==> config.mk <==
export PLATFORM = sky130hd
export DESIGN_NAME = vote_accumulator_top
export DESIGN_NICKNAME = d
export VERILOG_FILES = /design/src/verilog/vote_pkg.sv /design/src/verilog/vote_accumulator_top.sv /design/src/verilog/vote_result.sv /design/src/verilog/vote_counter.sv /design/src/verilog/vote_command_decoder.sv /design/src/verilog/vote_selector.sv
export SDC_FILE = /design/constraint.sdc
export NUM_CORES = 1
export LEC_CHECK = 0
export BUFFER_PORTS_ARGS = -buffer_cell sky130_fd_sc_hd__clkbuf_2
export CAP_MARGIN = 0
export CORE_MARGIN = 2
export CORE_UTILIZATION = 53
export DETAILED_ROUTE_END_ITERATION = 12
export HOLD_SLACK_MARGIN = 0.12
export PLACE_DENSITY = 0.82
export SETUP_SLACK_MARGIN = 0.02
export SYNTH_ARGS = -nofsm -noshare
export SYNTH_HDL_FRONTEND = slang
export SYNTH_SLANG_ARGS = --single-unit
==> constraint.sdc <==
create_clock -name clk -period 4.4 [get_ports clk]
set_input_delay 0.22 -clock clk [delete_from_list [all_inputs] [get_ports clk]]
set_output_delay 0.22 -clock clk [all_outputs]
set_load 0.01 [all_outputs]
==> src/verilog/vote_pkg.sv <==
package vote_pkg;

    // command opcodes, only looked at while cmd_valid is high
    typedef enum logic [1:0] {
        op_start  = 2'b00,
        op_vote   = 2'b01,
        op_finish = 2'b10,
        op_nop    = 2'b11
    } vote_op_t;

    // round state of the command decoder
    typedef enum logic {
        st_idle = 1'b0,
        st_open = 1'b1
    } round_state_t;

    // one core's vote, -1, 0 or +1
    typedef logic signed [1:0] vote_t;

    // vote encodings used by the selectors
    localparam vote_t vote_pos  = 2'sb01;
    localparam vote_t vote_neg  = 2'sb11;
    localparam vote_t vote_zero = 2'sb00;

    // default accumulator width
    // largest scanned region needs fewer than 30 bits of count
    localparam int count_w = 30;

    // default core count
    localparam int core_num = 13;

    // bits for a signed step tally of +-cores
    // magnitude bits plus one sign bit
    function automatic int tally_bits(input int cores);
        int mag_bits;
        mag_bits = $clog2(cores + 1);
        return mag_bits + 1;
    endfunction

endpackage
==> src/verilog/vote_accumulator_top.sv <==
`timescale 1ns/100ps
`default_nettype none

module vote_accumulator_top #(
    // accumulator width
    parameter int W = vote_pkg::count_w,
    // number of voting cores
    parameter int CORENUM = vote_pkg::core_num
) (
    input  logic                clk,
    input  logic                rst,
    input  logic                cmd_valid,
    input  vote_pkg::vote_op_t  cmd_op,
    input  logic [CORENUM-1:0]  store,
    input  logic [CORENUM-1:0]  core_result,
    output logic                cmd_error,
    output logic                result_valid,
    output logic signed [W-1:0] result_count,
    output logic                result_sign,
    output logic                result_tie
);

    // decoder to counter
    logic clear_pulse;
    logic vote_pulse;
    logic finish_pulse;

    // counter to result stage
    logic signed [W-1:0] count;
    logic                drain_pulse;

    vote_command_decoder vote_command_decoder_inst (
        .clk          (clk),
        .rst          (rst),
        .cmd_valid    (cmd_valid),
        .cmd_op       (cmd_op),
        .clear_pulse  (clear_pulse),
        .vote_pulse   (vote_pulse),
        .finish_pulse (finish_pulse),
        .cmd_error    (cmd_error)
    );

    // store and core_result go straight to the selectors
    vote_counter #(
        .W       (W),
        .CORENUM (CORENUM)
    ) vote_counter_inst (
        .clk          (clk),
        .rst          (rst),
        .store        (store),
        .core_result  (core_result),
        .clear_pulse  (clear_pulse),
        .vote_pulse   (vote_pulse),
        .finish_pulse (finish_pulse),
        .count        (count),
        .drain_pulse  (drain_pulse)
    );

    vote_result #(
        .W (W)
    ) vote_result_inst (
        .clk          (clk),
        .rst          (rst),
        .count        (count),
        .drain_pulse  (drain_pulse),
        .result_valid (result_valid),
        .result_count (result_count),
        .result_sign  (result_sign),
        .result_tie   (result_tie)
    );

endmodule

`default_nettype wire

==> src/verilog/vote_result.sv <==
`timescale 1ns/100ps
`default_nettype none

module vote_result #(
    // accumulator width
    parameter int W = 30
) (
    input  logic                clk,
    input  logic                rst,
    input  logic signed [W-1:0] count,
    input  logic                drain_pulse,
    output logic                result_valid,
    output logic signed [W-1:0] result_count,
    output logic                result_sign,
    output logic                result_tie
);

    // count is final once drain arrives
    logic count_zero;

    assign count_zero = (count == '0);

    // one-cycle strobe per finished round
    always_ff @(posedge clk) begin
        if (rst) begin
            result_valid <= 1'b0;
        end else begin
            result_valid <= drain_pulse;
        end
    end

    // captured values stay until the next drain
    always_ff @(posedge clk) begin
        if (drain_pulse) begin
            result_count <= count;
            // top bit set means more down votes
            result_sign  <= count[W-1];
            // balanced round
            result_tie   <= count_zero;
        end
    end

endmodule

`default_nettype wire

==> src/verilog/vote_counter.sv <==
`timescale 1ns/100ps
`default_nettype none

module vote_counter #(
    // accumulator width
    parameter int W = 30,
    // number of voting cores
    parameter int CORENUM = 13
) (
    input  logic                clk,
    input  logic                rst,
    input  logic [CORENUM-1:0]  store,
    input  logic [CORENUM-1:0]  core_result,
    input  logic                clear_pulse,
    input  logic                vote_pulse,
    input  logic                finish_pulse,
    output logic signed [W-1:0] count,
    output logic                drain_pulse
);

    import vote_pkg::*;

    // step tally must hold +-CORENUM
    localparam int tw = tally_bits(CORENUM);

    // one registered vote per core
    vote_t sel [CORENUM];

    // combinational sum of this step's votes
    logic signed [tw-1:0] step_sum;

    // registered step tally, lines up with the delayed pulses
    logic signed [tw-1:0] tally;

    // decoder pulses one stage later
    logic clear_d;
    logic vote_d;
    logic finish_d;

    // selectors sample on the same edge as the decoder
    for (genvar k = 0; k < CORENUM; k++) begin : g_sel
        vote_selector vote_selector_inst (
            .clk             (clk),
            .store_bit       (store[k]),
            .core_result_bit (core_result[k]),
            .sel_bit         (sel[k])
        );
    end

    // add up the votes of all cores
    // signed operands so each vote sign-extends
    always_comb begin
        step_sum = '0;
        for (int i = 0; i < CORENUM; i++) begin
            step_sum = step_sum + sel[i];
        end
    end

    // step tally register
    always_ff @(posedge clk) begin
        tally <= step_sum;
    end

    // delay line for the control pulses
    always_ff @(posedge clk) begin
        if (rst) begin
            clear_d  <= 1'b0;
            vote_d   <= 1'b0;
            finish_d <= 1'b0;
        end else begin
            clear_d  <= clear_pulse;
            vote_d   <= vote_pulse;
            finish_d <= finish_pulse;
        end
    end

    // running count wraps on overflow
    // a clear lands before any vote issued after the start
    always_ff @(posedge clk) begin
        if (rst) begin
            count <= '0;
        end else if (clear_d) begin
            count <= '0;
        end else if (vote_d) begin
            count <= count + tally;
        end
    end

    // drain follows the count update of every earlier vote
    always_ff @(posedge clk) begin
        if (rst) begin
            drain_pulse <= 1'b0;
        end else begin
            drain_pulse <= finish_d;
        end
    end

endmodule

`default_nettype wire

==> src/verilog/vote_command_decoder.sv <==
`timescale 1ns/100ps
`default_nettype none

module vote_command_decoder (
    input  logic               clk,
    input  logic               rst,
    input  logic               cmd_valid,
    input  vote_pkg::vote_op_t cmd_op,
    output logic               clear_pulse,
    output logic               vote_pulse,
    output logic               finish_pulse,
    output logic               cmd_error
);

    import vote_pkg::*;

    round_state_t state;

    // next-cycle values of the registered pulses
    round_state_t state_next;
    logic         clear_next;
    logic         vote_next;
    logic         finish_next;
    logic         error_next;

    always_comb begin
        state_next  = state;
        clear_next  = 1'b0;
        vote_next   = 1'b0;
        finish_next = 1'b0;
        error_next  = 1'b0;
        if (cmd_valid) begin
            case (cmd_op)
                op_start: begin
                    // open a round, or restart one already open
                    clear_next = 1'b1;
                    state_next = st_open;
                end
                op_vote: begin
                    if (state == st_open) begin
                        vote_next = 1'b1;
                    end else begin
                        // vote outside a round
                        error_next = 1'b1;
                    end
                end
                op_finish: begin
                    if (state == st_open) begin
                        finish_next = 1'b1;
                        state_next  = st_idle;
                    end else begin
                        // nothing to finish
                        error_next = 1'b1;
                    end
                end
                default: begin
                    // op_nop, no effect
                    state_next = state;
                end
            endcase
        end
    end

    // pulses show up one cycle after the command
    always_ff @(posedge clk) begin
        if (rst) begin
            state        <= st_idle;
            clear_pulse  <= 1'b0;
            vote_pulse   <= 1'b0;
            finish_pulse <= 1'b0;
            cmd_error    <= 1'b0;
        end else begin
            state        <= state_next;
            clear_pulse  <= clear_next;
            vote_pulse   <= vote_next;
            finish_pulse <= finish_next;
            cmd_error    <= error_next;
        end
    end

endmodule

`default_nettype wire

==> src/verilog/vote_selector.sv <==
`timescale 1ns/100ps
`default_nettype none

module vote_selector (
    input  logic           clk,
    input  logic           store_bit,
    input  logic           core_result_bit,
    output vote_pkg::vote_t sel_bit
);

    import vote_pkg::*;

    // store_bit gates the core out of the step
    // result 1 votes up, result 0 votes down
    always_ff @(posedge clk) begin
        if (store_bit) begin
            if (core_result_bit) begin
                sel_bit <= vote_pos;
            end else begin
                sel_bit <= vote_neg;
            end
        end else begin
            // masked core adds nothing
            sel_bit <= vote_zero;
        end
    end

endmodule

`default_nettype wire

==> results.sh, run 1 <==
export IMPL_status="completed"
export IMPL_max_vdd_ir_drop_mv=0.3147
export IMPL_whs_ns=0.1440
export IMPL_final_layout_size_suffix_gt1_share_pct=16.67
export IMPL_timing_fmax_mhz=233.2
export IMPL_holdCritStartpoint="rst"
export IMPL_layout_commonest_cell="dfxtp_1"
export IMPL_wl_per_cell_um=15.42
export IMPL_p_switching_uw=1044
export IMPL_first_iter_violations=223
export IMPL_crit_chain="fa_1, inv_1, fa_1, inv_2, fa_1, fa_1, inv_1, fa_1, inv_1, ha_1, inv_1, fa_2, xnor2_1, xnor2_1, xnor2_1"
export IMPL_start_util_pct=54.02
export IMPL_numPortBuffers=64
export IMPL_swShare_pct=35.13
export IMPL_areaGrowthSynthToFinish_pct=17.79
export IMPL_route_vias_total=4213
export IMPL_tritoncts="done"
export IMPL_yosys_warnings=0
export IMPL_cap_violations=0
export IMPL_ant_nets=0
export IMPL_cts_sinks=102
export IMPL_critPathMaxFanout=2
export IMPL_dieArea_um2=11260
export IMPL_dp_hpwl_um=8063
export IMPL_cp_end_kind="flip-flop"
export IMPL_fin_area_um2=6510
export IMPL_critPathBufInv=5
export IMPL_htree_levels=3
export IMPL_firstDrtPassIters=4
export IMPL_die_w_um=106.1
export IMPL_design_portCount=65
export IMPL_rows=37
export IMPL_cp_slowest_cell="fa_1"
export IMPL_max_slew_margin_pct=47.80
export IMPL_routabilityCongestion=0.9125
export IMPL_synthFlopType="dfxtp_1"
export IMPL_grt_overflow=0
export IMPL_clk_path_buf_depth=2
export IMPL_antenna_found_initial=0
export IMPL_hold_viol=0
export IMPL_critical_path_top_delay_family="adder cells"
export IMPL_power_frac_comb_pct=40.9
export IMPL_hold_class="in -> reg"
export IMPL_p_int_uw=1928
export IMPL_timing_final_crit_period_ns=4.288
export IMPL_ys_ff_latch=102
export IMPL_synth_area_per_cell_um2=10.37
export IMPL_syn_area_um2=5527
export IMPL_cp_start_kind="flip-flop"
export IMPL_cp_common_cell="fa_1"
export IMPL_ys_seq_area_share_pct=42.56
export IMPL_fin_skew_ns=0.01010
export IMPL_powerDensity_nw_per_um2=456.5
export IMPL_fin_nets=722
export IMPL_cts_buffers=9
export IMPL_setup_violations=0
export IMPL_dpl_instance_area_um2=5957
export IMPL_via_per_inst=5.500
export IMPL_rsz0062_at_grt="yes"
export IMPL_drv_slew=0
export IMPL_cp_required_ns=4.71
export IMPL_die_h_um=106.1
export IMPL_synth_async_reset_ratio_pct=0
export IMPL_worstMarginPinSlew_ns=0.7800
export IMPL_fin_crit_sh_pct=97.45
export IMPL_syn_inst=533
export IMPL_drc_errors=0
export IMPL_ys_types=62
export IMPL_p_leak_uw=0.002845
export IMPL_grt_pass1_vias=4161
export IMPL_coreArea_um2=10230
export IMPL_grt_max_degree=31
export IMPL_diodes=0
export IMPL_synth_nets=630
export IMPL_grt_pass1_wl_um=19340
export IMPL_pwr_share_clk_pct=23.5
export IMPL_clk_pin_slew_ns=0.10
export IMPL_stdcell_count=766
export IMPL_cts_root_buf="clkbuf_8"
export IMPL_grt_total_usage_pct=21.80
export IMPL_p_seq_share_pct=35.7
export IMPL_synth_edff_count=31
export IMPL_dp_cells=720
export IMPL_final_cell_mix="dfxtp_1 (70), clkbuf_2 (64), inv_1 (55), ha_1 (39)"
export IMPL_worstPathArrival_ns=4.60
export IMPL_slowest_delay_ns=0.57
export IMPL_critical_path_class="reg -> reg"
export IMPL_clkLatencyLatePin_ns=0.38
export IMPL_wl_um=11810
[synthesized netlist by cell type, types with 7 or more instances]
cell	number	area share [%]
ha_1	39	8.8
edfxtp_1	31	17
a21oi_1	33	3.0
a21o_1	8	1.1
fa_1	27	9.8
dfxtp_1	71	26
o21ai_0	17	1.5
nand2_1	26	1.8
nand3_1	11	1.0
nor2b_1	22	2.5
xnor2_1	18	2.9
mux2i_1	13	2.4
and3_1	7	0.79
clkbuf_1	9	0.61
inv_1	56	3.8
nor3_1	10	0.91
nor2_1	33	2.2
nand4_1	10	1.1
nor4_1	8	0.91
[area by class of cell]
class	instances	area (µm²)
inverters	56	210.2
fillers	767	3721
repair buffers	97	635.6
well taps	136	170.2
multi-input cells	359	2889
clock inverters	4	52.55
flip-flops and latches	102	2354
clock buffers	12	198.9
[power groups by stage]
stage          sequential [µW]  clock [µW]  combinational, µW
6_report                  1060         697               1210
5_1_grt                   1070         749               1380
4_1_cts                   1060         709               1200
3_5_place_dp              1080           0               1170
3_3_place_gp              1080           0               1090
2_1_floorplan             1080           0                930
[final timing paths]
check,to,slack (ns),depth (start not counted)
setup reg to reg,vote_counter_inst.tally[4]$_DFF_P_,0.11,15
hold / removal,vote_command_decoder_inst.clear_pulse$_SDFF_PP0_,0.14,2
setup / recovery,vote_counter_inst.tally[4]$_DFF_P_,0.11,15
hold reg to reg,vote_counter_inst.finish_d$_SDFF_PP0_,0.44,1
[state kept, by name, indices dropped and copies added, names as in the netlist]
name,count
vote_counter_inst.tally,5
vote_counter_inst.vote_d,1
vote_command_decoder_inst.finish_pulse,1
vote_command_decoder_inst.vote_pulse,1
vote_counter_inst.finish_d,1
vote_command_decoder_inst.state,1
vote_command_decoder_inst.cmd_error,1
vote_counter_inst.g_sel.vote_selector_inst.sel_bit,26
vote_result_inst.result_tie,1
vote_result_inst.result_count,29
vote_result_inst.result_valid,1
vote_result_inst.result_sign,1
vote_counter_inst.clear_d,1
vote_command_decoder_inst.clear_pulse,1
vote_counter_inst.drain_pulse,1
vote_counter_inst.count,30
[what timing repair did]
action,in CTS,in global routing
endpoints found under the setup margin,1,1
gates cloned,0,0
pin swaps,1,7
resized for setup,0,5
endpoints found under the hold margin,28,0
hold buffers,27,0
buffers inserted,1,2
[logic make-up (layout without fill, tap and decap cells)]
| kind of cell | after synthesis | count (layout) | share of synthesized area (%) |
|---|---|---|---|
| compound gates | 110 | 110 | 13.65 |
| buf+inv | 72 | 169 | 5.298 |
| simple gates | 146 | 146 | 13.72 |
| mux | 13 | 13 | 2.354 |
| fa+ha+maj | 66 | 66 | 18.61 |
| xor+xnor | 24 | 24 | 3.803 |
| flops | 102 | 102 | 42.56 |
[worst reg2reg max path: cells and delay by family, from the launching register on]
kind	cells	cell delay (ns)
xor+xnor	3	0.49
buf+inv	5	0.29
flops	1	0.34
fa+ha+maj	7	3.11
[per-layer routing]
metal  track usage (%)  share of wire, %
met5                 0                 0
met4             7.989               2.1
met3             5.395               5.3
met2             38.60                52
met1             25.51                41
[stage by stage]
| stage | setup TNS [ns] | total power, µW | utilization (%) | setup WS, ns |
|---|---|---|---|---|
| 2_1_floorplan | 0 | 2009 | - | 0.2059 |
| 3_3_place_gp | 0 | 2169 | 58.22 | 0.1537 |
| 3_5_place_dp | 0 | 2247 | 58.22 | 0.03432 |
| 4_1_cts | 0 | 2964 | 63.40 | 0.02912 |
| 5_1_grt | -0.01841 | 3191 | 63.63 | -0.01841 |
| 6_report | 0 | 2972 | 63.63 | 0.1123 |
No activity file was read; power rests on OpenSTA's default activity.
==> run 2, diff against run 1 <==
==> constraint.sdc (replaced) <==
create_clock -name clk -period 3.9 [get_ports clk]
set_input_delay 0.195 -clock clk [delete_from_list [all_inputs] [get_ports clk]]
set_output_delay 0.195 -clock clk [all_outputs]
set_load 0.01 [all_outputs]
==> run 2 against run 1 <==
Compared with the run above: the flow now finishes with violations (negative setup slack); largest power group unchanged; clock power down 3.9%; fmax shrank 0.98%; via count is essentially flat.
==> results.sh, run 2 (synthesis results as in run 1) <==
export IMPL_whs_ns=0.2359
export IMPL_setup_violations=2
export IMPL_antenna_found_initial=0
export IMPL_fin_ws_ns=-0.4302
export IMPL_cts_buffers=9
export IMPL_worstMarginPinSlew_ns=0.7162
export IMPL_fin_nets=730
export IMPL_htree_levels=3
export IMPL_status="finished, violations left"
export IMPL_timing_final_crit_period_ns=4.330
export IMPL_regMostFlops="vote_counter_inst.count"
export IMPL_rr_endpoint="vote_counter_inst.tally[4]$_DFF_P_"
export IMPL_worstPathArrival_ns=4.64
export IMPL_reg_top3="vote_counter_inst.count: 30 flops, vote_result_inst.result_count: 29 flops, vote_counter_inst.g_sel.vote_selector_inst.sel_bit: 26 flops"
export IMPL_timing_fmax_mhz=230.9
export IMPL_final_cell_mix="dfxtp_1 (70), clkbuf_2 (64), inv_1 (53), ha_1 (37)"
export IMPL_grt_pass1_vias=4257
export IMPL_die_h_um=106.1
export IMPL_dp_hpwl_um=8373
export IMPL_cts_sinks=102
export IMPL_largest_register_ff_count=30
export IMPL_rrSetupSlack_ns=-0.43
export IMPL_die_w_um=106.1
export IMPL_hold_viol=0
export IMPL_crit_chain="fa_1, inv_1, fa_1, inv_1, buf_4, fa_1, inv_1, fa_1, fa_1, fa_2, xnor2_2, xnor2_1, xnor2_1"
export IMPL_numPortBuffers=64
export IMPL_firstDrtPassIters=7
export IMPL_cp_start_kind="flip-flop"
export IMPL_grt_pass1_wl_um=20070
export IMPL_routabilityCongestion=0.9037
export IMPL_diodes=0
export IMPL_endpoint="vote_counter_inst.tally[4]$_DFF_P_"
export IMPL_p_leak_uw=0.002869
export IMPL_drv_slew=0
export IMPL_wl_per_cell_um=15.59
export IMPL_areaGrowthSynthToFinish_pct=18.20
export IMPL_critical_path_class="reg -> reg"
export IMPL_ant_nets=0
export IMPL_rows=37
export IMPL_wl_um=12060
export IMPL_route_vias_total=4217
export IMPL_totalPowerFinal_uw=3338
export IMPL_layout_commonest_cell="dfxtp_1"
export IMPL_coreArea_um2=10230
export IMPL_slowest_delay_ns=0.56
export IMPL_cp_common_cell="fa_1"
export IMPL_rsz0062_at_grt="yes"
export IMPL_max_vdd_ir_drop_mv=0.3070
export IMPL_clk_pin_slew_ns=0.10
export IMPL_cap_violations=0
export IMPL_tritoncts="done"
export IMPL_critPathMaxFanout=2
export IMPL_dieArea_um2=11260
export IMPL_grt_overflow=0
export IMPL_grt_total_usage_pct=22.73
export IMPL_cts_root_buf="clkbuf_8"
export IMPL_via_per_inst=5.448
export IMPL_max_slew_margin_pct=52.08
export IMPL_cp_end_kind="flip-flop"
export IMPL_fin_util_pct=63.85
export IMPL_final_layout_size_suffix_gt1_share_pct=17.87
export IMPL_cp_slowest_cell="fa_1"
export IMPL_clk_path_buf_depth=2
export IMPL_r2r_cells=13
export IMPL_drc_errors=0
export IMPL_powerDensity_nw_per_um2=511.1
export IMPL_grt_max_degree=31
export IMPL_fin_crit_sh_pct=111.0
export IMPL_clkLatencyLatePin_ns=0.38
export IMPL_design_portCount=65
export IMPL_violations="negative setup slack"
export IMPL_first_iter_violations=291
export IMPL_fin_skew_ns=0.009545
export IMPL_hold_class="in -> reg"
export IMPL_start_util_pct=54.02
export IMPL_cp_required_ns=4.21
[run 2: cell count changes in the layout (fill, tap and decap cells not counted), sizes merged]
| cell | change |
|---|---|
| buf | +6 |
| dlygate4sd3 | +2 |
| bufinv | -1 |
| clkinv | +1 |
[run 2: worst max-delay path, delay by kind of cell (launching register included)]
| family | cells | cell delay (ns) |
|---|---|---|
| flip-flops | 1 | 0.34 |
| adder cells (fa/ha/maj) | 6 | 3.11 |
| buffers and inverters | 4 | 0.35 |
| XOR/XNOR | 3 | 0.46 |
[run 2: worst min path at each step]
stage	start	endpoint	slack (ns)	cells after the start
2_1_floorplan	store[0]	flip-flop	0.22	0
4_1_cts	cmd_op[0]	vote_command_decoder_inst.vote_pulse$_SDFF_PP0_	0.23	3
5_1_grt	cmd_op[0]	vote_command_decoder_inst.vote_pulse$_SDFF_PP0_	0.26	3
3_5_place_dp	store[3]	flip-flop	0.31	1
6_report	cmd_op[0]	vote_command_decoder_inst.vote_pulse$_SDFF_PP0_	0.24	3
3_3_place_gp	store[11]	flip-flop	0.31	1
[run 2: cell type report]
cell class	instances	area [µm²]
clock buffer	12	176.4
clock inverter	4	25.02
fill	793	3699
inverter	56	210.2
multi-input combinational	359	2897
sequential	102	2354
tap	136	170.2
timing repair buffer	105	700.7
[run 2: routing by layer]
layer  up-vias  share of wire (%)  global-route usage (%)
met5         -                  0                       0
met2       130                 52                   41.39
met3        26                4.7                   4.844
met4         0                2.2                   7.707
li1       2064                  -                       -
met1      1997                 41                   26.37
[run 2: metrics by stage]
stage / area [µm²] / cells / worst slack (ns) / setup TNS [ns]
floorplan: 5539 / 533 / -0.2456 / -0.2799
finish: 6533 / 774 / -0.4302 / -0.6151
detailed placement: 6030 / 728 / -0.3794 / -0.5344
global placement: 6030 / 728 / -0.2456 / -0.2747
CTS: 6521 / 773 / -0.3742 / -0.5264
global route: 6533 / 774 / -0.6092 / -0.9304
[run 2: repair_timing]
| item | in CTS | in global routing |
|---|---|---|
| resized for setup | 0 | 4 |
| setup endpoints to repair | 2 | 2 |
| hold endpoints to repair | 33 | 0 |
| hold buffers | 29 | 0 |
| pin swaps | 0 | 4 |
| setup buffers | 0 | 1 |
[run 2: power by group]
| group | internal [µW] | switching [µW] |
|---|---|---|
| sequential | 1150 | 47.8 |
| combinational | 674 | 800 |
| clock | 307 | 363 |
| total | 2130 | 1210 |
